`src/source/psum_pkg.sv`:
```
// Partial-sum bank package: widths, word types, pass config and bank states
package psum_pkg;

  // ==================================================
  // Widths
  // ==================================================
  localparam int PSUM_W = 32;
  localparam int LANES  = 4;
  localparam int CH_W   = 2;
  localparam int WORD_W = 4;
  localparam int LANE_W = 2;

  // ==================================================
  // Vector types
  // ==================================================
  // One signed partial sum
  typedef logic signed [PSUM_W-1:0] psum_t;

  // One RAM word, lane 0 in the low bits
  typedef logic [LANES*PSUM_W-1:0] psum_word_t;

  // Channel index over word index
  typedef logic [CH_W+WORD_W-1:0] bank_addr_t;

  typedef logic [CH_W-1:0]   ch_idx_t;
  typedef logic [WORD_W-1:0] word_idx_t;
  typedef logic [LANE_W-1:0] lane_idx_t;

  // Extra bit so a full region count fits
  typedef logic [WORD_W:0] beat_cnt_t;

  // ==================================================
  // Structs and states
  // ==================================================
  typedef struct packed {
    logic first_pass;
    logic last_pass;
  } pass_cfg_t;

  typedef struct packed {
    ch_idx_t   ch;
    word_idx_t word;
    lane_idx_t lane;
  } pool_addr_t;

  typedef enum logic [1:0] {
    IDLE,
    ACCUM,
    FLUSH,
    POOL
  } bank_state_e;

  // RAM address of a word inside a channel region
  function automatic bank_addr_t bank_addr(ch_idx_t ch, word_idx_t word);
    return {ch, word};
  endfunction

endpackage

```
`src/source/psum_rr_arb.sv`:
```
// Round-robin arbiter keeping a rotating priority order over channel requests
`timescale 1ns/1ps

module psum_rr_arb #(
  parameter int NUM_CH = 3
) (
  input  logic              clk,
  input  logic              rst_n,
  input  logic [NUM_CH-1:0] req_i,
  input  logic              adv_i,
  output psum_pkg::ch_idx_t grant_o
);
  import psum_pkg::*;

  // Priority order, entry 0 ranks highest
  ch_idx_t id_map [NUM_CH];

  // Rotate by one on every accepted beat
  always_ff @(posedge clk or negedge rst_n) begin
    if (!rst_n) begin
      for (int i = 0; i < NUM_CH; i++) begin
        id_map[i] <= ch_idx_t'(i);
      end
    end else if (adv_i) begin
      for (int i = 0; i < NUM_CH; i++) begin
        id_map[i] <= id_map[(i + 1) % NUM_CH];
      end
    end
  end

  // Scan from lowest rank up so the highest-ranked requester is kept
  always_comb begin
    grant_o = '0;
    for (int i = NUM_CH - 1; i >= 0; i--) begin
      if (req_i[id_map[i]]) begin
        grant_o = id_map[i];
      end
    end
  end

endmodule

```
`config.mk`:
```
export PLATFORM = sky130hd
export DESIGN_NAME = psum_rr_arb
export DESIGN_NICKNAME = d
export VERILOG_FILES = /design/src/source/psum_pkg.sv /design/src/source/psum_rr_arb.sv
export SDC_FILE = /design/constraint.sdc
export NUM_CORES = 1
export LEC_CHECK = 0
export BUFFER_PORTS_ARGS = -buffer_cell sky130_fd_sc_hd__clkbuf_2
export CAP_MARGIN = 10
export CORE_AREA = 2 2 39 41
export DETAILED_ROUTE_END_ITERATION = 16
export DIE_AREA = 0 0 41 43
export GPL_TIMING_DRIVEN = 0
export HOLD_SLACK_MARGIN = 0.05
export SETUP_SLACK_MARGIN = 0.15
export SYNTH_ARGS = -nofsm -noshare
export SYNTH_HDL_FRONTEND = slang
export SYNTH_SLANG_ARGS = --single-unit
```
`constraint.sdc`:
```
create_clock -name clk -period 1.56 [get_ports clk]
set_clock_uncertainty 0.1 [all_clocks]
set_input_delay 0.312 -clock clk [delete_from_list [all_inputs] [get_ports clk]]
set_output_delay 0.312 -clock clk [all_outputs]
set_load 0.02 [all_outputs]
```
# Word level (Yosys, flattened, before mapping)
# Index checks and enable logic that the tools add are counted.
[totals]
latchBits = 0
ramBits = 0
word_cells = 15
output_inout_bits = 2
regBits = 6
romBits = 0
n_memories = 0
[classes]
eq_ne = 0
n_mul = 0
n_lt_le_gt_ge = 3
muxes = 9
n_div = 0
n_shift = 0
n_bitwise = 0
addsub = 0
reduce_logical = 0
[op_table]
columns = ["operator", "count"]
rows = [
  ["2-bit by 3-bit < comparator with 1-bit output (second input constant)", 3],
  ["1-bit binary-select mux with 2-bit select", 3],
  ["2-bit 2-to-1 mux", 3],
  ["1-bit 2-to-1 mux", 3],
]

# Logic depth before layout (Yosys ltp)
# Gate-level depths: netlist of run 1.
[logic_depth]
ltp_word = 5
depth_mapped = 3
depth_no_buf = 3

# Worst setup path before layout of run 1
# Ideal clock, no wire load.
[synth_path]
kind = "register -> output"
startpoint = "register id_map[2] (netlist name)"
endpoint = "output port grant_o[1]"
path_buffers = 0
t_arrival_ns = 1.182
required_ns = 1.148
stages_incl_launch_ff = 4
slack_ns = -0.034
path_cell_list = "dfstp_2 -> mux2i_1 -> o21ai_1 -> a31oi_1"
[synth_between]
elab_chain_len = 4
[synth_rtl]
columns = ["element", "line_no", "text"]
rows = [
  ["from (decl)", "psum_rr_arb.sv:16", "ch_idx_t id_map [NUM_CH];"],
  ["from (signal, indexed assignment)", "psum_rr_arb.sv:22", "id_map[i] <= ch_idx_t'(i);"],
  ["from (signal, indexed assignment)", "psum_rr_arb.sv:26", "id_map[i] <= id_map[(i + 1) % NUM_CH];"],
  ["1-bit binary-select mux with 2-bit select", "psum_rr_arb.sv:35", "if (req_i[id_map[i]]) begin"],
  ["1-bit 2-to-1 mux (not written as such)", "psum_rr_arb.sv:35", ""],
  ["2-bit 2-to-1 mux (2 in series)", "psum_rr_arb.sv:35", ""],
  ["to (decl)", "psum_rr_arb.sv:11", "output psum_pkg::ch_idx_t grant_o"],
]
# No other way between the ends. The select of a mux whose other input is x is not followed.

# Final worst setup path of run 1
# Ends and elaborated chain as after synthesis.

==> impl_metrics.csv, run 1 <==
group,metric,value,unit
global_routing,grt_pass1_wl,993,microns
sta,report.final.slew_viol_count,0,
global_routing,antenna_found_initial,0,
global_routing,overflow,0,
routing,vias,259,
cts,root_buffer,"clkbuf_4",
placement,portBuffers,6,
placement,placed_cell_area,408,sq um
setup_path,cp_data_required_time,1.15,ns
logic_synthesis,ys_types,12,
power,pwr_density_cell,685,nW/um^2
sta,fin_crit,1.79,ns
finish,syn2layout_area_growth,40.9,%
global_routing,grt_max_degree,8,
routing,ant_nets,0,
finish,largest_register_ffs,6,
status,violations,"setup timing",
job,cap_violations,0,
floorplan,fp.dieH,43,microns
finish,layout.cells.non_filler,57,
logic_synthesis,yosysSeqAreaShare,45.4,%
setup_path,criticalPathCategory,"flip-flop to output port",
sta,fin_crit_sh,115,%
cts,cts_buffers,3,
setup_path,path_max_fanout,4,
finish,regArea,153,sq um
logic_synthesis,synth_compound_area_share,8.18,%
logic_synthesis,syn_avg_cell_area,11.6,sq um
sta,slew_headroom,78.2,%
sta,final_hold_viol_count,0,
sta,rsz0062_at_grt,"true",
sta,max_freq,559,MHz
sta,finalSetupViolations,2,
cts,insertion_delay,0.25,ns
placement,placedCellCount,51,
finish,top_regs,"id_map x6",
hold_path,hp-class,"primary input to flip-flop",
cts,htreeDepth,1,
routing,drtIter0Drc,2,
finish,fillerInstances,137,
floorplan,io_pins,8,
global_routing,grt_usage,9.03,%
placement,place_congestion,0.629,
routing,routed_wl,622,microns
logic_synthesis,synth_xor_area_share,0,%
routing,drcViolationCount,0,
setup_path,cp-start-kind,"flip-flop",
floorplan,dieArea,1760,sq um
logic_synthesis,synth-adder-area-share,0,%
finish,final_layout_size_suffix_gt1_share,53.7,%
routing,wl_per_cell,10.9,microns
power,leakage,0.000194,uW
power,ir_drop,362,uV
finish,regMostFlops,"id_map",
finish,multi_input_area,200,sq um
sta,hold_ws,0.314,ns
cts,cts_tree,"built",
sta,tightest_slew,0.323,ns
setup_path,reg2reg_setup_slack,0.46,ns
status,status,"complete, but fails checks",
sta,layout_setup_ws,-0.230,ns
global_routing,first_global_vias,222,
routing,vias_per_cell,4.54,
routing,firstDrtPassIters,2,
logic_synthesis,synthMuxAreaShare,29.0,%
cts,cts.sinks,6,
floorplan,core_area,1380,sq um
finish,final_common_cell,"mux2_2",
finish,antenna_cells,0,
cts,cts_buffer_depth,2,
logic_synthesis,synthesis.nets,35,
setup_path,cp.arrival,1.38,ns
logic_synthesis,synth_area,337,sq um
logic_synthesis,yosys.area_share.simple,16.0,%
finish,num-nets-final,49,
cts,clkSlewWorstSetupHoldPaths,0.05,ns
logic_synthesis,synth_warnings,0,
logic_synthesis,ys_seq_elements,6,
floorplan,initial_utilization,24.3,%
finish,final_area,474,sq um
floorplan,row_count,14,
logic_synthesis,synth_top_family_by_area,"multiplexers",
logic_synthesis,syn_inst,29,
finish,layout_common_cells,"mux2_2, nand2b_1, dfrtp_1, clkbuf_2",
floorplan,die_width,41,microns
setup_path,end_kind,"output port",
==> cells in the mapped netlist <==
cell type | count | area share, %
a31oi_1 | 2 | 3.7
buf_2 | 1 | 1.5
o21ai_1 | 1 | 1.5
nand4b_1 | 1 | 2.6
nand2b_1 | 5 | 9.3
nor2b_1 | 1 | 1.9
dfstp_2 | 2 | 16
mux2_2 | 6 | 20
o21ai_0 | 2 | 3.0
nand3b_1 | 1 | 2.2
mux2i_1 | 3 | 8.9
dfrtp_1 | 4 | 30
==> worst max-delay path, stage by stage, from the launching register on <==
cell,delay [ns]
dfstp_2,0.55
mux2i_1,0.18
o21ai_1,0.08
a31oi_2,0.14
clkbuf_8,0.17
==> stage by stage <==
step           power, uW  util, %  TNS, ns  setup WS, ns
6_report             325     34.3   -0.446        -0.230
5_1_grt              339     34.3   -0.621        -0.333
4_1_cts              326     33.6   -0.491        -0.246
3_5_place_dp         179     29.5  -0.0180       -0.0108
3_3_place_gp         179     29.5  -0.0156       -0.0156
2_1_floorplan        168        -        0        0.0981
==> layer usage <==
metal | up-vias | wire length, microns | global-route usage, % | part of all wire (%)
met1 | 115 | 317 | 10.6 | 51
met5 | - | 0 | 0 | 0
met2 | 10 | 249 | 11.3 | 40
li1 | 132 | - | - | -
met4 | 0 | 8 | 6.00 | 1.3
met3 | 2 | 46 | 6.28 | 7.4
==> cell families after synthesis <==
logic type,count (synthesis)
AND/OR/NAND/NOR,8
multiplexers,9
flip-flops,6
buffers and inverters,1
AO/OA/AOI/OAI,5
==> final timing paths <==
kind | startpoint | to | cells past startpoint
max | id_map[2]$_DFFE_PN1P_ | grant_o[1] | 4
max in group asynchronous | rst_n | id_map[1]$_DFFE_PN1P_ | 2
max reg2reg | id_map[2]$_DFFE_PN1P_ | id_map[4]$_DFFE_PN0P_ | 3
min reg2reg | id_map[0]$_DFFE_PN0P_ | id_map[0]$_DFFE_PN0P_ | 1
min in group asynchronous | rst_n | id_map[0]$_DFFE_PN0P_ | 2
min | adv_i | id_map[4]$_DFFE_PN0P_ | 2
==> power by group <==
group          internal [uW]  total (uW)  switching (uW)
clock                   87.2         146            58.8
sequential               156         156               0
combinational           10.5        22.3            11.7
total                    254         325            70.5
==> repair_timing <==
item,in CTS,in global routing
pin swaps,1,1
hold buffers,1,0
setup endpoints to repair,2,2
setup buffers,1,1
endpoints found under the hold margin,6,0
resized for setup,4,1
==> final cells by class <==
class	count	share of cell area, %
well taps	16	4.22
plain buffers	1	1.06
multi-input cells	22	42.2
flip-flops and latches	6	32.2
repair buffers	9	15.6
clock buffers	3	4.75
Note: power is estimated with default switching activity, not from simulation.
==> run 2, diff against run 1 <==
- PLACE_DENSITY: default -> 0.54
==> impl_metrics.csv, run 2 (synthesized netlist as in run 1, its figures left out) <==
group,metric,value,unit
status,status,"complete, but fails checks",
status,violations,"setup timing",
finish,final_layout_size_suffix_gt1_share,52.5,%
routing,drtIter0Drc,1,
power,power_frac_seq,49.6,%
finish,num-nets-final,48,
routing,met1_length,258,microns
routing,ant_nets,0,
sta,rsz0062_at_grt,"true",
power,switching_share,19.6,%
routing,dr_wl_met3,40,microns
routing,dr.max_layer_used,"met3",
sta,layout_setup_ws,-0.222,ns
sta,final_hold_viol_count,0,
placement,portBuffers,6,
power,leakage,0.000188,uW
finish,top_regs,"id_map x6",
cts,clkSlewWorstSetupHoldPaths,0.04,ns
power,pwr_density_cell,676,nW/um^2
power,power.internal,254,uW
routing,dr_wl_met2,369,microns
finish,antenna_cells,0,
finish,regMostFlops,"id_map",
cts,cts_buffers,3,
setup_path,cp.arrival,1.37,ns
power,power_frac_clock,43.1,%
power,p_sw,61.9,uW
finish,layout_common_cells,"mux2_2, nand2b_1, dfrtp_1, clkbuf_2",
routing,vias_per_cell,4.84,
routing,drcViolationCount,0,
global_routing,grt_pass1_wl,1.19,mm
sta,report.final.slew_viol_count,0,
floorplan,die_width,41,microns
cts,root_buffer,"clkbuf_4",
finish,largest_register_ffs,6,
routing,routed_wl,669,microns
sta,tightest_slew,0.329,ns
floorplan,initial_utilization,24.3,%
cts,insertion_delay,0.24,ns
setup_path,end_kind,"output port",
floorplan,row_count,14,
floorplan,fp.dieH,43,microns
sta,fin_crit,1.78,ns
placement,place_ws,-0.0329,ns
routing,wl_per_cell,11.9,microns
finish,final_common_cell,"mux2_2",
setup_path,cp-start-kind,"flip-flop",
global_routing,grt_usage,10.3,%
finish,fillerInstances,144,
cts,htreeDepth,1,
setup_path,cp_data_required_time,1.15,ns
cts,cts_buffer_depth,2,
global_routing,first_global_vias,294,
global_routing,overflow,0,
power,combinationalPowerShare,7.3,%
sta,max_freq,561,MHz
placement,place_congestion,0.584,
routing,firstDrtPassIters,2,
power,power,316,uW
sta,hold_ws,0.325,ns
sta,finalSetupViolations,2,
job,cap_violations,0,
placement,place_hpwl,553,microns
global_routing,grt_max_degree,8,
cts,cts.sinks,6,
global_routing,antenna_found_initial,0,
setup_path,criticalPathCategory,"flip-flop to output port",
cts,cts_tree,"built",
setup_path,path_max_fanout,4,
sta,fin_crit_sh,114,%
sta,slew_headroom,77.8,%
floorplan,dieArea,1760,sq um
routing,vias,271,
floorplan,io_pins,8,
hold_path,hp-class,"primary input to async pin",
finish,syn2layout_area_growth,38.7,%
floorplan,core_area,1380,sq um
power,ir_drop,251,uV
run 2: changes by cell type in the layout (fill, tap and decap cells not counted):
cell / previous run / this run
buf_4: 2 / 1
run 2: per-stage QoR:
stage / instances / instance area (sq um) / utilization (%) / setup TNS [ns]
floorplan: 29 / 358 / - / 0
global placement: 51 / 408 / 29.5 / 0
detailed placement: 51 / 408 / 29.5 / -0.0465
CTS: 56 / 465 / 33.6 / -0.498
global route: 56 / 467 / 33.7 / -0.589
finish: 56 / 467 / 33.7 / -0.438
run 2: repair_timing:
action                                 4_1_cts  5_1_grt
pin swaps                                    1        1
hold buffers                                 1        0
cloned                                       0        0
setup endpoints to repair                    2        2
resized for setup                            4        1
endpoints found under the hold margin        6        0
setup buffers                                1        0
run 2: power by group through the flow:
stage	combinational (uW)	sequential (uW)	clock [uW]
2_1_floorplan	9.89	159	0
3_3_place_gp	19.8	159	0
3_5_place_dp	21.5	159	0
4_1_cts	23.4	156	146
5_1_grt	25.6	156	156
6_report	23.0	157	136
run 2: final timing paths:
kind | start | end | slack, ns | cells after the start
worst max-delay path | id_map[2]$_DFFE_PN1P_ | grant_o[0] | -0.22 | 4
worst min-delay path | rst_n | id_map[3]$_DFFE_PN0P_ | 0.33 | 2
worst max register to register | id_map[2]$_DFFE_PN1P_ | id_map[4]$_DFFE_PN0P_ | 0.57 | 2
worst min register to register | id_map[0]$_DFFE_PN0P_ | id_map[0]$_DFFE_PN0P_ | 0.47 | 1
max in group asynchronous | rst_n | id_map[2]$_DFFE_PN1P_ | 0.81 | 2
min in group clk | adv_i | id_map[5]$_DFFE_PN0P_ | 0.34 | 2
run 2: critical path: stages, from the launching register on:
cell and delay, ns:
dfstp_2 0.55, nand3b_1 0.12, nand4b_1 0.15, a31oi_4 0.17
buf_8 0.13
run 2: layer usage:
metal / vias up / track usage [%]
li1: 130 / -
met1: 133 / 10.3
met2: 8 / 16.3
met3: 0 / 3.14
met4: 0 / 8.00
met5: - / 0
run 2: final cells by class:
type	instances	area [sq um]	area share, %
buffer	1	5.00	1.07
tap	16	20.0	4.29
clock buffer	3	22.5	4.83
multi-input combinational	22	200	42.9
timing repair buffer	8	66.3	14.2
sequential	6	153	32.7
