<file path="config.mk">
export PLATFORM = sky130hd
export DESIGN_NAME = psum_accum
export DESIGN_NICKNAME = d
export VERILOG_FILES = /design/src/source/psum_pkg.sv /design/src/source/psum_accum.sv
export SDC_FILE = /design/constraint.sdc
export NUM_CORES = 1
export LEC_CHECK = 0
export ABC_AREA = 1
export CORE_AREA = 2 2 262 264
export CTS_CLUSTER_DIAMETER = 80
export DETAILED_ROUTE_END_ITERATION = 16
export DIE_AREA = 0 0 264 266
export DONT_BUFFER_PORTS = 1
export PLACE_DENSITY = 0.41
export SKIP_CTS_REPAIR_TIMING = 1
export SYNTH_ARGS = -nofsm -noshare
export SYNTH_HDL_FRONTEND = slang
export SYNTH_SLANG_ARGS = --single-unit
</file>
<file path="constraint.sdc">
create_clock -name clk -period 8.8 [get_ports clk]
set_clock_uncertainty 0.15 [all_clocks]
set_input_delay 1.32 -clock clk [delete_from_list [all_inputs] [get_ports clk]]
set_output_delay 1.32 -clock clk [all_outputs]
set_load 0.02 [all_outputs]
</file>
<file path="src/source/psum_pkg.sv">
// Partial-sum bank package: widths, word types, pass config and bank states
package psum_pkg;

  // ==================================================
  // Widths
  // ==================================================
  localparam int PSUM_W = 32;
  localparam int LANES  = 4;
  localparam int CH_W   = 2;
  localparam int WORD_W = 4;
  localparam int LANE_W = 2;

  // ==================================================
  // Vector types
  // ==================================================
  // One signed partial sum
  typedef logic signed [PSUM_W-1:0] psum_t;

  // One RAM word, lane 0 in the low bits
  typedef logic [LANES*PSUM_W-1:0] psum_word_t;

  // Channel index over word index
  typedef logic [CH_W+WORD_W-1:0] bank_addr_t;

  typedef logic [CH_W-1:0]   ch_idx_t;
  typedef logic [WORD_W-1:0] word_idx_t;
  typedef logic [LANE_W-1:0] lane_idx_t;

  // Extra bit so a full region count fits
  typedef logic [WORD_W:0] beat_cnt_t;

  // ==================================================
  // Structs and states
  // ==================================================
  typedef struct packed {
    logic first_pass;
    logic last_pass;
  } pass_cfg_t;

  typedef struct packed {
    ch_idx_t   ch;
    word_idx_t word;
    lane_idx_t lane;
  } pool_addr_t;

  typedef enum logic [1:0] {
    IDLE,
    ACCUM,
    FLUSH,
    POOL
  } bank_state_e;

  // RAM address of a word inside a channel region
  function automatic bank_addr_t bank_addr(ch_idx_t ch, word_idx_t word);
    return {ch, word};
  endfunction

endpackage

</file>
<file path="src/source/psum_accum.sv">
// Write-port grant, per-channel beat counters and read-modify-write accumulate
`timescale 1ns/1ps

module psum_accum #(
  parameter int NUM_CH = 3,
  parameter int DEPTH  = 16
) (
  input  logic                  clk,
  input  logic                  rst_n,
  input  psum_pkg::bank_state_e state_i,
  input  psum_pkg::pass_cfg_t   cfg_i,
  input  logic [NUM_CH-1:0]     wr_valid_i,
  input  psum_pkg::psum_word_t  wr_data_i [NUM_CH],
  output logic [NUM_CH-1:0]     wr_ready_o,
  input  psum_pkg::ch_idx_t     grant_i,
  output logic [NUM_CH-1:0]     arb_req_o,
  output logic                  arb_adv_o,
  output logic                  ram_ren_o,
  output psum_pkg::bank_addr_t  ram_raddr_o,
  input  psum_pkg::psum_word_t  ram_rdata_i,
  output logic                  ram_wen_o,
  output psum_pkg::bank_addr_t  ram_waddr_o,
  output psum_pkg::psum_word_t  ram_wdata_o,
  output logic                  accum_done_o
);
  import psum_pkg::*;

  beat_cnt_t         beat_cnt [NUM_CH];
  logic [NUM_CH-1:0] room;
  logic              accept;
  beat_cnt_t         sel_cnt;
  psum_word_t        sel_data;

  // Add/write stage
  logic              stg_vld;
  bank_addr_t        stg_addr;
  psum_word_t        stg_data;
  psum_word_t        base;

  // ==================================================
  // Requests and ready
  // ==================================================
  always_comb begin
    for (int c = 0; c < NUM_CH; c++) begin
      room[c]       = beat_cnt[c] < beat_cnt_t'(DEPTH);
      arb_req_o[c]  = (state_i == ACCUM) && wr_valid_i[c] && room[c];
      wr_ready_o[c] = arb_req_o[c] && (grant_i == ch_idx_t'(c));
    end
  end

  // Ready already implies valid
  assign accept    = |wr_ready_o;
  assign arb_adv_o = accept;

  // Count and data of the granted channel
  always_comb begin
    sel_cnt  = '0;
    sel_data = '0;
    for (int c = 0; c < NUM_CH; c++) begin
      if (grant_i == ch_idx_t'(c)) begin
        sel_cnt  = beat_cnt[c];
        sel_data = wr_data_i[c];
      end
    end
  end

  // Beat counters, cleared between passes
  always_ff @(posedge clk or negedge rst_n) begin
    if (!rst_n) begin
      for (int c = 0; c < NUM_CH; c++) begin
        beat_cnt[c] <= '0;
      end
    end else if (state_i == IDLE) begin
      for (int c = 0; c < NUM_CH; c++) begin
        beat_cnt[c] <= '0;
      end
    end else begin
      for (int c = 0; c < NUM_CH; c++) begin
        if (wr_ready_o[c]) begin
          beat_cnt[c] <= beat_cnt[c] + 1'b1;
        end
      end
    end
  end

  // ==================================================
  // Read stage
  // ==================================================
  assign ram_ren_o   = accept;
  assign ram_raddr_o = bank_addr(grant_i, sel_cnt[WORD_W-1:0]);

  always_ff @(posedge clk or negedge rst_n) begin
    if (!rst_n) begin
      stg_vld <= 1'b0;
    end else begin
      stg_vld <= accept;
    end
  end

  always_ff @(posedge clk) begin
    if (accept) begin
      stg_addr <= ram_raddr_o;
      stg_data <= sel_data;
    end
  end

  // ==================================================
  // Add and write stage
  // ==================================================
  // First pass starts from a zero base
  assign base = cfg_i.first_pass ? '0 : ram_rdata_i;

  // Lane-wise signed add, wraps on overflow
  always_comb begin
    for (int l = 0; l < LANES; l++) begin
      ram_wdata_o[l*PSUM_W +: PSUM_W] = psum_t'(stg_data[l*PSUM_W +: PSUM_W])
                                      + psum_t'(base[l*PSUM_W +: PSUM_W]);
    end
  end

  assign ram_wen_o   = stg_vld;
  assign ram_waddr_o = stg_addr;

  // All regions full and nothing left in flight
  assign accum_done_o = ~|room && !stg_vld;

endmodule

</file>
**Yosys cells after proc, flatten, opt, wreduce, memory -nomap -nowiden**

Index checks and enable logic that the tools add are counted.

- Register bits: 150
- Input port bits: 523
- Output and inout bits: 150
- Logic and storage cells: 49

- $add $sub $neg: 7
- Order comparisons: 3
- Equal/unequal tests: 3
- Muxes and demuxes: 11
- Reduce and logical (&&, ||, !) cells: 19

Operators with widths:

| cell | count |
|---|---|
| 128-bit 2-to-1 mux | 4 |
| 32-bit adder | 4 |
| 5-bit by 1-bit adder with 5-bit output, second input constant | 3 |
| 5-bit less-than comparator, second input constant | 3 |
| 15-bit 2-to-1 mux | 1 |
| 5-bit 2-to-1 mux | 3 |
| 4-bit 2-to-1 mux | 3 |
| 1-bit logical AND | 10 |
| 2-bit nonzero test | 3 |
| 3-bit OR reduction | 2 |
| 2-bit by 1-bit == test with 1-bit output, second input constant | 2 |
| 2-bit logical NOT | 2 |
| 2-bit == test, second input constant | 1 |
| 1-bit logical NOT | 2 |

**Longest topological paths before layout**

Gate-level depths: netlist of run 1.

- Depth after elaboration: 6
- Depth in mapped cells: 16
- Mapped depth without buffers: 14

**Worst setup path after synthesis of run 1**

Ideal clock, no wire load.

- Path type: input -> output
- Start: in state_i[1]
- End: out ram_ren_o
- Arrival: 6.130 ns
- Required time: 7.330 ns
- Slack: 1.200 ns
- Stages: 6
- Path buffers: 1
- Cells stage by stage: inv_1 -> nand2_1 -> nor2_1 -> nand2_2 -> nand3_1 -> buf_4

- Cells in the longest elaborated chain, start to end: 5
- Elaborated cells on any way between the ends: 11
- Those cells by class: eq/ne: 1; reduce/logical: 10

RTL lines:

| item | RTL line | text |
|---|---|---|
| from (decl) | psum_accum.sv:10 | `input psum_pkg::bank_state_e state_i,` |
| 2-bit by 1-bit == test with 1-bit output | psum_accum.sv:46 | `arb_req_o[c] = (state_i == ACCUM) && wr_valid_i[c] && room[c];` |
| 1-bit logical AND (2 in a row) | psum_accum.sv:46 |  |
| via arb_req_o[1] | psum_accum.sv:16 | `output logic [NUM_CH-1:0] arb_req_o,` |
| 1-bit logical AND | psum_accum.sv:47 | `wr_ready_o[c] = arb_req_o[c] && (grant_i == ch_idx_t'(c));` |
| 3-bit OR reduction | psum_accum.sv:52 | `assign accept = \|wr_ready_o;` |
| to (decl) | psum_accum.sv:18 | `output logic ram_ren_o,` |

The timed path passes the listed nets, and every way through them passes these cells.

**Worst setup path in the final report of run 1**

- Start: in cfg_i[1] (netlist name)
- End: out ram_wdata_o[76]

- Cells in the longest elaborated chain, start to end: 2

RTL lines:

| item | RTL line | text |
|---|---|---|
| from (decl) | psum_accum.sv:11 | `input psum_pkg::pass_cfg_t cfg_i,` |
| 128-bit 2-to-1 mux | psum_accum.sv:111 | `assign base = cfg_i.first_pass ? '0 : ram_rdata_i;` |
| 32-bit adder | psum_accum.sv:117 | `+ psum_t'(base[l*PSUM_W +: PSUM_W]);` |
| to (decl) | psum_accum.sv:23 | `output psum_pkg::psum_word_t ram_wdata_o,` |

No other way between the ends.

==> results.cfg, run 1 <==
[routing]
via_per_inst = 4.51
wl_per_cell_microns = 18.0
antenna_left = 0
vias = 17600
first_iter_violations = 759
drt-total-wl_microns = 70200
drc = 0
drt-pass1-iter-count = 5

[power_and_ir_drop]
clockPowerShare_pct = 32.2
comb_power_share_pct = 32.7
p_switching_uw = 949
sequentialPowerShare_pct = 35.1
p_leak_uw = 0.0109
switching_share_pct = 40.4
p_int_uw = 1400
p_per_area_nw_per_um2 = 124
ir_worst_vdd_mv = 0.0931

[critical_path]
r2r_start = beat_cnt[9]
critPathMaxStageDelay_ns = 0.57
worstPathRequired_ns = 7.33
critPathTopFamily = adder cells
critPathSlowestCell = fa_1
cp-start-kind = input port
cp_cell_sequence = nor2_1, ha_1, fa_1, nand3_1, nand3_1, nand2_1, nand2_2, nand2_1, nand2_1, xor2_1
critPathArrivalTime_ns = 3.46
cp_max_fo = 125
crit_buf_inv = 0
cp-startpoint = cfg_i[1]
crit_top_cell = nand2_1
critPathKind = in -> out
critPathCaptureType = output port

[clocking]
clock-root-buffer = clkbuf_16
cts_tree = done
insertion_delay_ns = 0.47
clk_pin_slew_ns = 0.07
clk_path_buf_depth = 2
cts.sink_count = 150
cts_inserted_buffers = 17
h-tree-depth = 4

[final_layout]
fin_util_pct = 28.0
area_growth_pct = 8.40
fin_cells = 3899
fin_area_sq_um = 18900
fin_nets = 3653
layout-drive-gt1-share_pct = 2.26

[yosys]
synth_top_area_share_pct = 28.5
synth_compound_area_share_pct = 3.44
yosysMostFrequentCell = nand2_1
syn_inst = 3030
yosys.area_share.simple_pct = 43.9
synth_nets = 3684
synth_common_cells = nand2_1, inv_1, nor2_1
synth-xor-area-share_pct = 3.31
synth_edf_count = 134
synth-seq-cells = 150
synth_ff_type = edfxtp_1
synth_top_family_by_area = simple AND/OR/NAND/NOR gates
yosysTopAreaCell = nand2_1
synth_mux_area_share_pct = 0
synthAdderAreaFrac_pct = 9.55
yosys_warnings = 0
ys_top_cells_by_area = nand2_1, edfxtp_1, inv_1
synth_area_sq_um = 17500
syn_avg_cell_area_sq_um = 5.77
seq_area_frac_synth_pct = 25.3
async_reset_ff_share_pct = 10.7
ys_types = 32

[grt]
gr-total-overflow = 0
grt_antenna_before_repair = 8
grt_max_degree = 126
grt_pass1_vias = 16700
grt_pass1_wl_microns = 102000
groute.usage.overall_pct = 19.4

[placement]
hpwl_microns = 59000
dp_cells = 3862
place_area_sq_um = 18400
place.gp.congestion = 0.901
port_buffers = 0

[sta]
rsz0062_at_grt = no
slew_viol_final = 0
period_share_pct = 56.0
whs_ns = 0.387
relSlewSlack_pct = 36.5
fin_crit_ns = 4.93
finalSetupViolCount = 0
tns_ns = 0
final-hold-violation-count = 0
worstMarginPinSlew_ns = 0.953
max_freq_mhz = 203

[floorplanning]
core_sq_um = 67700
die_h_microns = 266
initial_core_util_pct = 25.8
die_area_sq_um = 70200
fp-row-count = 96
pin_count = 673
die_x_microns = 264

[worst_hold_path]
hold_class = in -> async

[status]
status = complete, no violations

[job]
drv_cap = 0
==> final timing paths <==
kind | end | slack [ns] | cells after the start
worst max-delay path | ram_wdata_o[76] | 3.87 | 10
worst min-delay path | beat_cnt[13] | 0.39 | 0
worst max register to register | stg_data[69] | 5.43 | 7
worst min register to register | beat_cnt[4] | 0.39 | 2
max in group asynchronous | beat_cnt[9] | 8.02 | 0
min in group clk | beat_cnt[4] | 0.39 | 2
==> power groups by stage <==
stage                     Combinational (uW)  Clock [uW]  Sequential, uW
final                                    768         755             825
after detailed placement                 776           0             840
after floorplan                          577           0             838
after CTS                                780         790             825
after global placement                   777           0             841
after global routing                     854         807             827
==> metrics by stage <==
stage	worst slack (ns)	power, uW
CTS	3.95	2390
floorplan	1.20	1420
global route	3.79	2490
finish	3.87	2350
global placement	3.98	1620
detailed placement	3.96	1620
==> worst reg2reg max path, stage by stage, from the launching register on <==
cell	delay, ns
dfrtp_1	0.36
inv_1	0.10
nand2_1	0.07
nor2_1	0.55
nand2_2	0.32
nand3_4	0.42
buf_4	0.42
buf_12	0.50
==> final cells by class <==
type / count / area (sq um)
clock inverter: 15 / 129
sequential: 150 / 4420
clock buffer: 17 / 425
timing repair buffer: 10 / 87.6
fill: 7970 / 48800
antenna: 5 / 12.5
inverter: 595 / 2230
multi-input combinational: 2225 / 10500
tap: 882 / 1100
==> placed cells by master, fill, tap and decap left out, drive strengths merged, types with 5 or more instances in the layout <==
master    synthesis  layout
nand2          1342    1342
inv             595     599
nor2            294     294
nand3           237     237
edfxtp          134     134
ha              127     127
a21oi            86      86
xor2             65      65
nor3             25      25
clkbuf           15      17
nand4            16      16
dfrtp            16      16
buf              45      10
o21bai            8       8
o21ai             6       6
diode             0       5
clkinvlp          0       5
clkinv            0       5
==> registers in the layout, indices dropped and copies added, names as in the netlist <==
signal	count
ram_waddr_o	6
beat_cnt	15
ram_wen_o	1
stg_data	128
==> cells by family after synthesis <==
family / Yosys count
compound gates: 110
xor+xnor: 66
fa+ha+maj: 131
buf+inv: 655
flops: 150
simple gates: 1918
==> routing by layer <==
metal / GRT usage [%] / part of all wire (%)
met5: 0 / 0.014
met4: 5.88 / 2.0
met3: 3.83 / 5.7
met2: 33.4 / 48
met1: 24.3 / 45
(Power assumes the default switching activity.)
==> inputs of run 2 (changes only) <==
--- a/config.mk
+++ b/config.mk
@@ -5,13 +5,13 @@
 export SDC_FILE = /design/constraint.sdc
 export NUM_CORES = 1
 export LEC_CHECK = 0
-export ABC_AREA = 1
-export CORE_AREA = 2 2 262 264
+export ABC_AREA = 0
+export CORE_AREA = 2 2 265 267
 export CTS_CLUSTER_DIAMETER = 80
 export DETAILED_ROUTE_END_ITERATION = 16
-export DIE_AREA = 0 0 264 266
+export DIE_AREA = 0 0 267 269
 export DONT_BUFFER_PORTS = 1
-export PLACE_DENSITY = 0.41
+export PLACE_DENSITY = 0.37
 export SKIP_CTS_REPAIR_TIMING = 1
 export SYNTH_ARGS = -nofsm -noshare
 export SYNTH_HDL_FRONTEND = slang
==> constraint.sdc (replaced) <==
create_clock -name clk -period 4.8 [get_ports clk]
set_clock_uncertainty 0.15 [all_clocks]
set_input_delay 0.72 -clock clk [delete_from_list [all_inputs] [get_ports clk]]
set_output_delay 0.72 -clock clk [all_outputs]
set_load 0.02 [all_outputs]
==> run 2 against run 1 <==
Effect of this change: sequential power is 87% higher; count of clock-buffer cells in the layout is 1 higher; clock power is 83% higher; global-route usage is 4.6 points lower; largest power group is now combinational cells.
==> results.cfg, run 2 <==
[status]
status = complete, no violations

[yosys]
yosys_warnings = 0
synth_common_cells = nand2_1, o21ai_0, mux2i_1
synth_edf_count = 134
yosysTopAreaCell = edfxtp_1
async_reset_ff_share_pct = 10.7
synth-seq-cells = 150
ys_types = 81
synth_top_area_share_pct = 27.0
synth_ff_type = edfxtp_1
synth_nets = 2367
synth_area_sq_um = 14900
syn_inst = 1713
syn_avg_cell_area_sq_um = 8.70
seq_area_frac_synth_pct = 29.7
ys_top_cells_by_area = edfxtp_1, ha_1, mux2i_1
yosysMostFrequentCell = nand2_1

[sta]
worstMarginPinSlew_ns = 1.09
max_freq_mhz = 219
tns_ns = 0
finalSetupViolCount = 0
rsz0062_at_grt = no
final-hold-violation-count = 0
slew_viol_final = 0
fin_crit_ns = 4.56
worst_slack_ns = 0.241
period_share_pct = 95.0
relSlewSlack_pct = 26.7

[critical_path]
cp-start-kind = input port
worstPathRequired_ns = 3.93
critPathCaptureType = output port
critPathArrivalTime_ns = 3.69
cp_cell_sequence = nor2b_1, ha_1, fa_1, a21oi_1, nand4b_1, a21oi_1, o211ai_1, a31oi_1, a211o_1, a2111o_1, o311ai_1, buf_4
critPathMaxStageDelay_ns = 0.43
crit_top_cell = a21oi_1
cp_max_fo = 128
critPathKind = in -> out
critPathSlowestCell = fa_1

[final_layout]
regMostFlops = stg_data
largest_reg_flops = 128
layout_commonest_cell = nand2_1
fin_util_pct = 24.0
final_cell_mix = nand2_1, o21ai_0, mux2i_1, nor2b_1, edfxtp_1
fin_area_sq_um = 16600
fin_nets = 2330
area_growth_pct = 11.4
layout-drive-gt1-share_pct = 5.21

[floorplanning]
die_area_sq_um = 71800
core_sq_um = 69300
die_h_microns = 269
pin_count = 673
fp-row-count = 97
die_x_microns = 267
initial_core_util_pct = 21.5

[placement]
place.gp.congestion = 0.805
place_area_sq_um = 16000
hpwl_microns = 43700
place_ws_ns = 0.134
port_buffers = 0

[clocking]
cts_tree = done
clk_pin_slew_ns = 0.08
clk_path_buf_depth = 2
clock-root-buffer = clkbuf_16
h-tree-depth = 4
insertion_delay_ns = 0.47
cts_inserted_buffers = 17
cts.sink_count = 150

[routing]
drt-pass1-iter-count = 5
drt-total-wl_microns = 55100
drc = 0
vias = 12800
antenna_left = 0
first_iter_violations = 691
via_per_inst = 4.87
wl_per_cell_microns = 20.9

[power_and_ir_drop]
p_leak_uw = 0.00675
ir_worst_vdd_mv = 0.173
p_per_area_nw_per_um2 = 282
power_uw = 4680

[worst_hold_path]
hold_class = in -> reg

[job]
drv_cap = 0

[grt]
grt_max_degree = 138
grt_pass1_vias = 12500
groute.usage.overall_pct = 14.7
grt_antenna_before_repair = 12
grt_pass1_wl_microns = 79400
gr-total-overflow = 0
==> run 2: layout make-up <==
cell class                 instances  area, sq um
fill                            7530        52700
multi-input combinational       1444        10000
sequential                       150         4420
tap                              940         1180
clock buffer                      18          450
timing repair buffer              35          278
clock inverter                    14          113
inverter                          28          105
antenna                            7         17.5
==> run 2: cells by family (layout without fill, tap and decap cells) <==
kind of cell	count (synthesis)	count (layout)	share of synthesized area, %
and+or+nand+nor	557	557	18.7
AOI/OAI and AO/OA	498	498	21.0
DFF	150	150	29.7
muxes	140	140	9.41
adders and majority gates	131	131	11.2
buffers and inverters	119	95	3.10
xor gates and xnor gates	118	118	6.93
other	0	7	0
==> run 2: routing by layer <==
layer	share of wire (%)	global-route usage [%]	vias up
met1	42	17.9	6147
met4	1.8	4.57	10
met2	50	25.4	417
met3	5.8	3.84	57
met5	0.13	0	-
li1	-	-	6202
==> run 2: where the power goes <==
part / internal, uW / leakage, uW / switching [uW]
Clock: 704 / 0.000268 / 679
Sequential: 1510 / 0.00137 / 32.5
Combinational: 598 / 0.00512 / 1160
Total: 2810 / 0.00675 / 1870
==> run 2: final timing paths <==
check                           slack (ns)          from  depth (start not counted)               to
min in group asynchronous             0.63         rst_n                          1      beat_cnt[3]
worst max register to register        1.83   beat_cnt[4]                          4     stg_data[91]
worst min register to register        0.43  beat_cnt[13]                          2     beat_cnt[13]
max in group asynchronous             3.35         rst_n                          1      beat_cnt[5]
worst min-delay path                  0.21    grant_i[1]                          0   ram_waddr_o[5]
worst max-delay path                  0.24      cfg_i[1]                         12  ram_wdata_o[62]
==> run 2: critical path, delay by kind of cell <==
kind / cells / cell delay [ns]
simple gates: 2 / 0.24
compound gates: 7 / 1.77
buf+inv: 1 / 0.21
fa+ha+maj: 2 / 0.64
==> run 2: per-stage QoR <==
| stage | std cells | hold slack, ns |
|---|---|---|
| global route | 2636 | 0.144 |
| CTS | 2627 | -0.291 |
| finish | 2636 | 0.205 |
| detailed placement | 2595 | 0.277 |
| global placement | 2595 | 0.277 |
| floorplan | 1713 | 0.274 |
==> inputs of run 3 (changes only) <==
--- a/config.mk
+++ b/config.mk
@@ -6,12 +6,13 @@
 export NUM_CORES = 1
 export LEC_CHECK = 0
 export ABC_AREA = 0
-export CORE_AREA = 2 2 265 267
+export CORE_AREA = 2 2 263 265
 export CTS_CLUSTER_DIAMETER = 80
 export DETAILED_ROUTE_END_ITERATION = 16
-export DIE_AREA = 0 0 267 269
+export DIE_AREA = 0 0 265 267
 export DONT_BUFFER_PORTS = 1
 export PLACE_DENSITY = 0.37
+export RECOVER_POWER = 100
 export SKIP_CTS_REPAIR_TIMING = 1
 export SYNTH_ARGS = -nofsm -noshare
 export SYNTH_HDL_FRONTEND = slang
==> constraint.sdc (replaced) <==
create_clock -name clk -period 4.8 [get_ports clk]
set_clock_uncertainty 0.15 [all_clocks]
set_input_delay 0.24 -clock clk [delete_from_list [all_inputs] [get_ports clk]]
set_output_delay 0.24 -clock clk [all_outputs]
set_load 0.02 [all_outputs]
==> run 3 against run 2 <==
Effect of this change: the flow now finishes with violations (negative hold slack, max-capacitance violations, max-slew violations); fmax up 5.9%; sequential share of layout area down 2.7 points; design area up 11%; routed wire length up 6.6%; non-clock buffer count up 207; cell count up 5.6%; total power up 3.2%; die area down 1.5%; sequential power about the same; critical endpoint is now ram_wdata_o[92]; highest routed layer unchanged.
==> results.cfg, run 3 (same netlist as run 2, synthesis figures left out) <==
[status]
status = finished with violations
failed_checks = negative hold slack, max-capacitance violations, max-slew violations

[critical_path]
critPathCaptureType = output port
crit_buf_inv = 0
r2r_start = beat_cnt[14]
cp-startpoint = stg_data[64]
cp_cell_sequence = ha_1, fa_1, a21oi_1, o32ai_1, o211ai_1, a211oi_1, o31a_1, o31ai_1, a21boi_0
worstPathRequired_ns = 4.41
critPathKind = reg -> out
critPathTopFamily = compound AO/OA/AOI/OAI gates
cp_max_fo = 5
critPathMaxStageDelay_ns = 0.72
cp-start-kind = flop
critPathSlowestCell = a21boi_0
critPathArrivalTime_ns = 3.91

[clocking]
clk_path_buf_depth = 2
clock-root-buffer = clkbuf_16
clk_pin_slew_ns = 0.07
cts_inserted_buffers = 17
cts_tree = done
h-tree-depth = 4
insertion_delay_ns = 0.47
cts.sink_count = 150

[grt]
groute.usage.overall_pct = 15.2
grt_max_degree = 138
grt_antenna_before_repair = 11
gr-total-overflow = 0
grt_pass1_vias = 12800
grt_pass1_wl_microns = 81100

[final_layout]
regMostFlops = stg_data
layout-drive-gt1-share_pct = 2.27
final_cell_mix = dlygate4sd3_1, nand2_1, o21ai_0, mux2i_1, nor2b_1
fillers = 7278
fin_nets = 2537
area_growth_pct = 24.2
fin_area_sq_um = 18500
layout_commonest_cell = dlygate4sd3_1
largest_reg_flops = 128
fin_cells = 2783

[routing]
drt-total-wl_microns = 58700
via_per_inst = 4.95
wl_per_cell_microns = 21.1
drt-pass1-iter-count = 5
first_iter_violations = 812
vias = 13800
drc = 0
antenna_left = 0

[floorplanning]
core_sq_um = 68000
initial_core_util_pct = 21.9
die_area_sq_um = 70800
pin_count = 673
die_h_microns = 267
fp-row-count = 96
die_x_microns = 265

[sta]
worst_slack_ns = 0.497
slew_viol_final = 114
relSlewSlack_pct = -111
worstMarginPinSlew_ns = 3.16
finalSetupViolCount = 0
max_freq_mhz = 232
whs_ns = -0.000708
tns_ns = 0
period_share_pct = 89.6
fin_crit_ns = 4.30
rsz0062_at_grt = no
final-hold-violation-count = 1

[worst_hold_path]
min-delay-start = wr_data_i[281]
hold_class = in -> reg

[placement]
place.gp.congestion = 0.806
port_buffers = 0
place_area_sq_um = 15800
place_ws_ns = 1.12
hpwl_microns = 44500
dp_cells = 2522

[job]
drv_cap = 2

[power_and_ir_drop]
ir_worst_vdd_mv = 0.182
power_uw = 4840
p_per_area_nw_per_um2 = 261
p_leak_uw = 0.00763
==> run 3: power by group <==
part | switching [uW] | total [uW] | internal (uW) | leakage [uW]
registers | 32.3 | 1540 | 1510 | 0.00137
clock network | 644 | 1370 | 730 | 0.000281
logic | 1220 | 1920 | 704 | 0.00599
total | 1890 | 4840 | 2940 | 0.00763
==> run 3: stage by stage <==
stage                     utilization [%]  hold slack, ns
after floorplan                         -          -0.206
after global placement               23.3          -0.204
after detailed placement             23.3          -0.205
after CTS                            24.1          -0.756
after global routing                 27.2         0.00398
final                                27.2       -0.000708
==> run 3: layout make-up <==
type | count | area, sq um | share of cell area, %
well taps | 882 | 1100 | 5.96
flip-flops and latches | 150 | 4420 | 23.9
repair buffers | 242 | 2340 | 12.7
diodes | 5 | 12.5 | 0.0676
clock buffers | 23 | 493 | 2.66
multi-input cells | 1444 | 9960 | 53.8
inverters | 28 | 105 | 0.568
clock inverters | 9 | 66.3 | 0.358
==> run 3: path summary, 6_finish.rpt <==
check                                   to  slack (ns)  depth (start not counted)
setup / recovery           ram_wdata_o[92]        0.50                          9
setup reg to reg              stg_data[57]        0.65                          5
min in group asynchronous        ram_wen_o        0.14                          1
hold / removal                stg_data[25]     -0.0007                          2
hold reg to reg               beat_cnt[14]        0.44                          2
max in group asynchronous      beat_cnt[0]        3.85                          1
==> run 3: layer usage <==
metal / GRT usage, % / vias up / share of wire (%)
met3: 3.86 / 62 / 5.5
met2: 27.2 / 471 / 51
met1: 18.3 / 6610 / 42
li1: - / 6617 / -
met5: 0 / - / 0.070
met4: 3.18 / 6 / 1.5
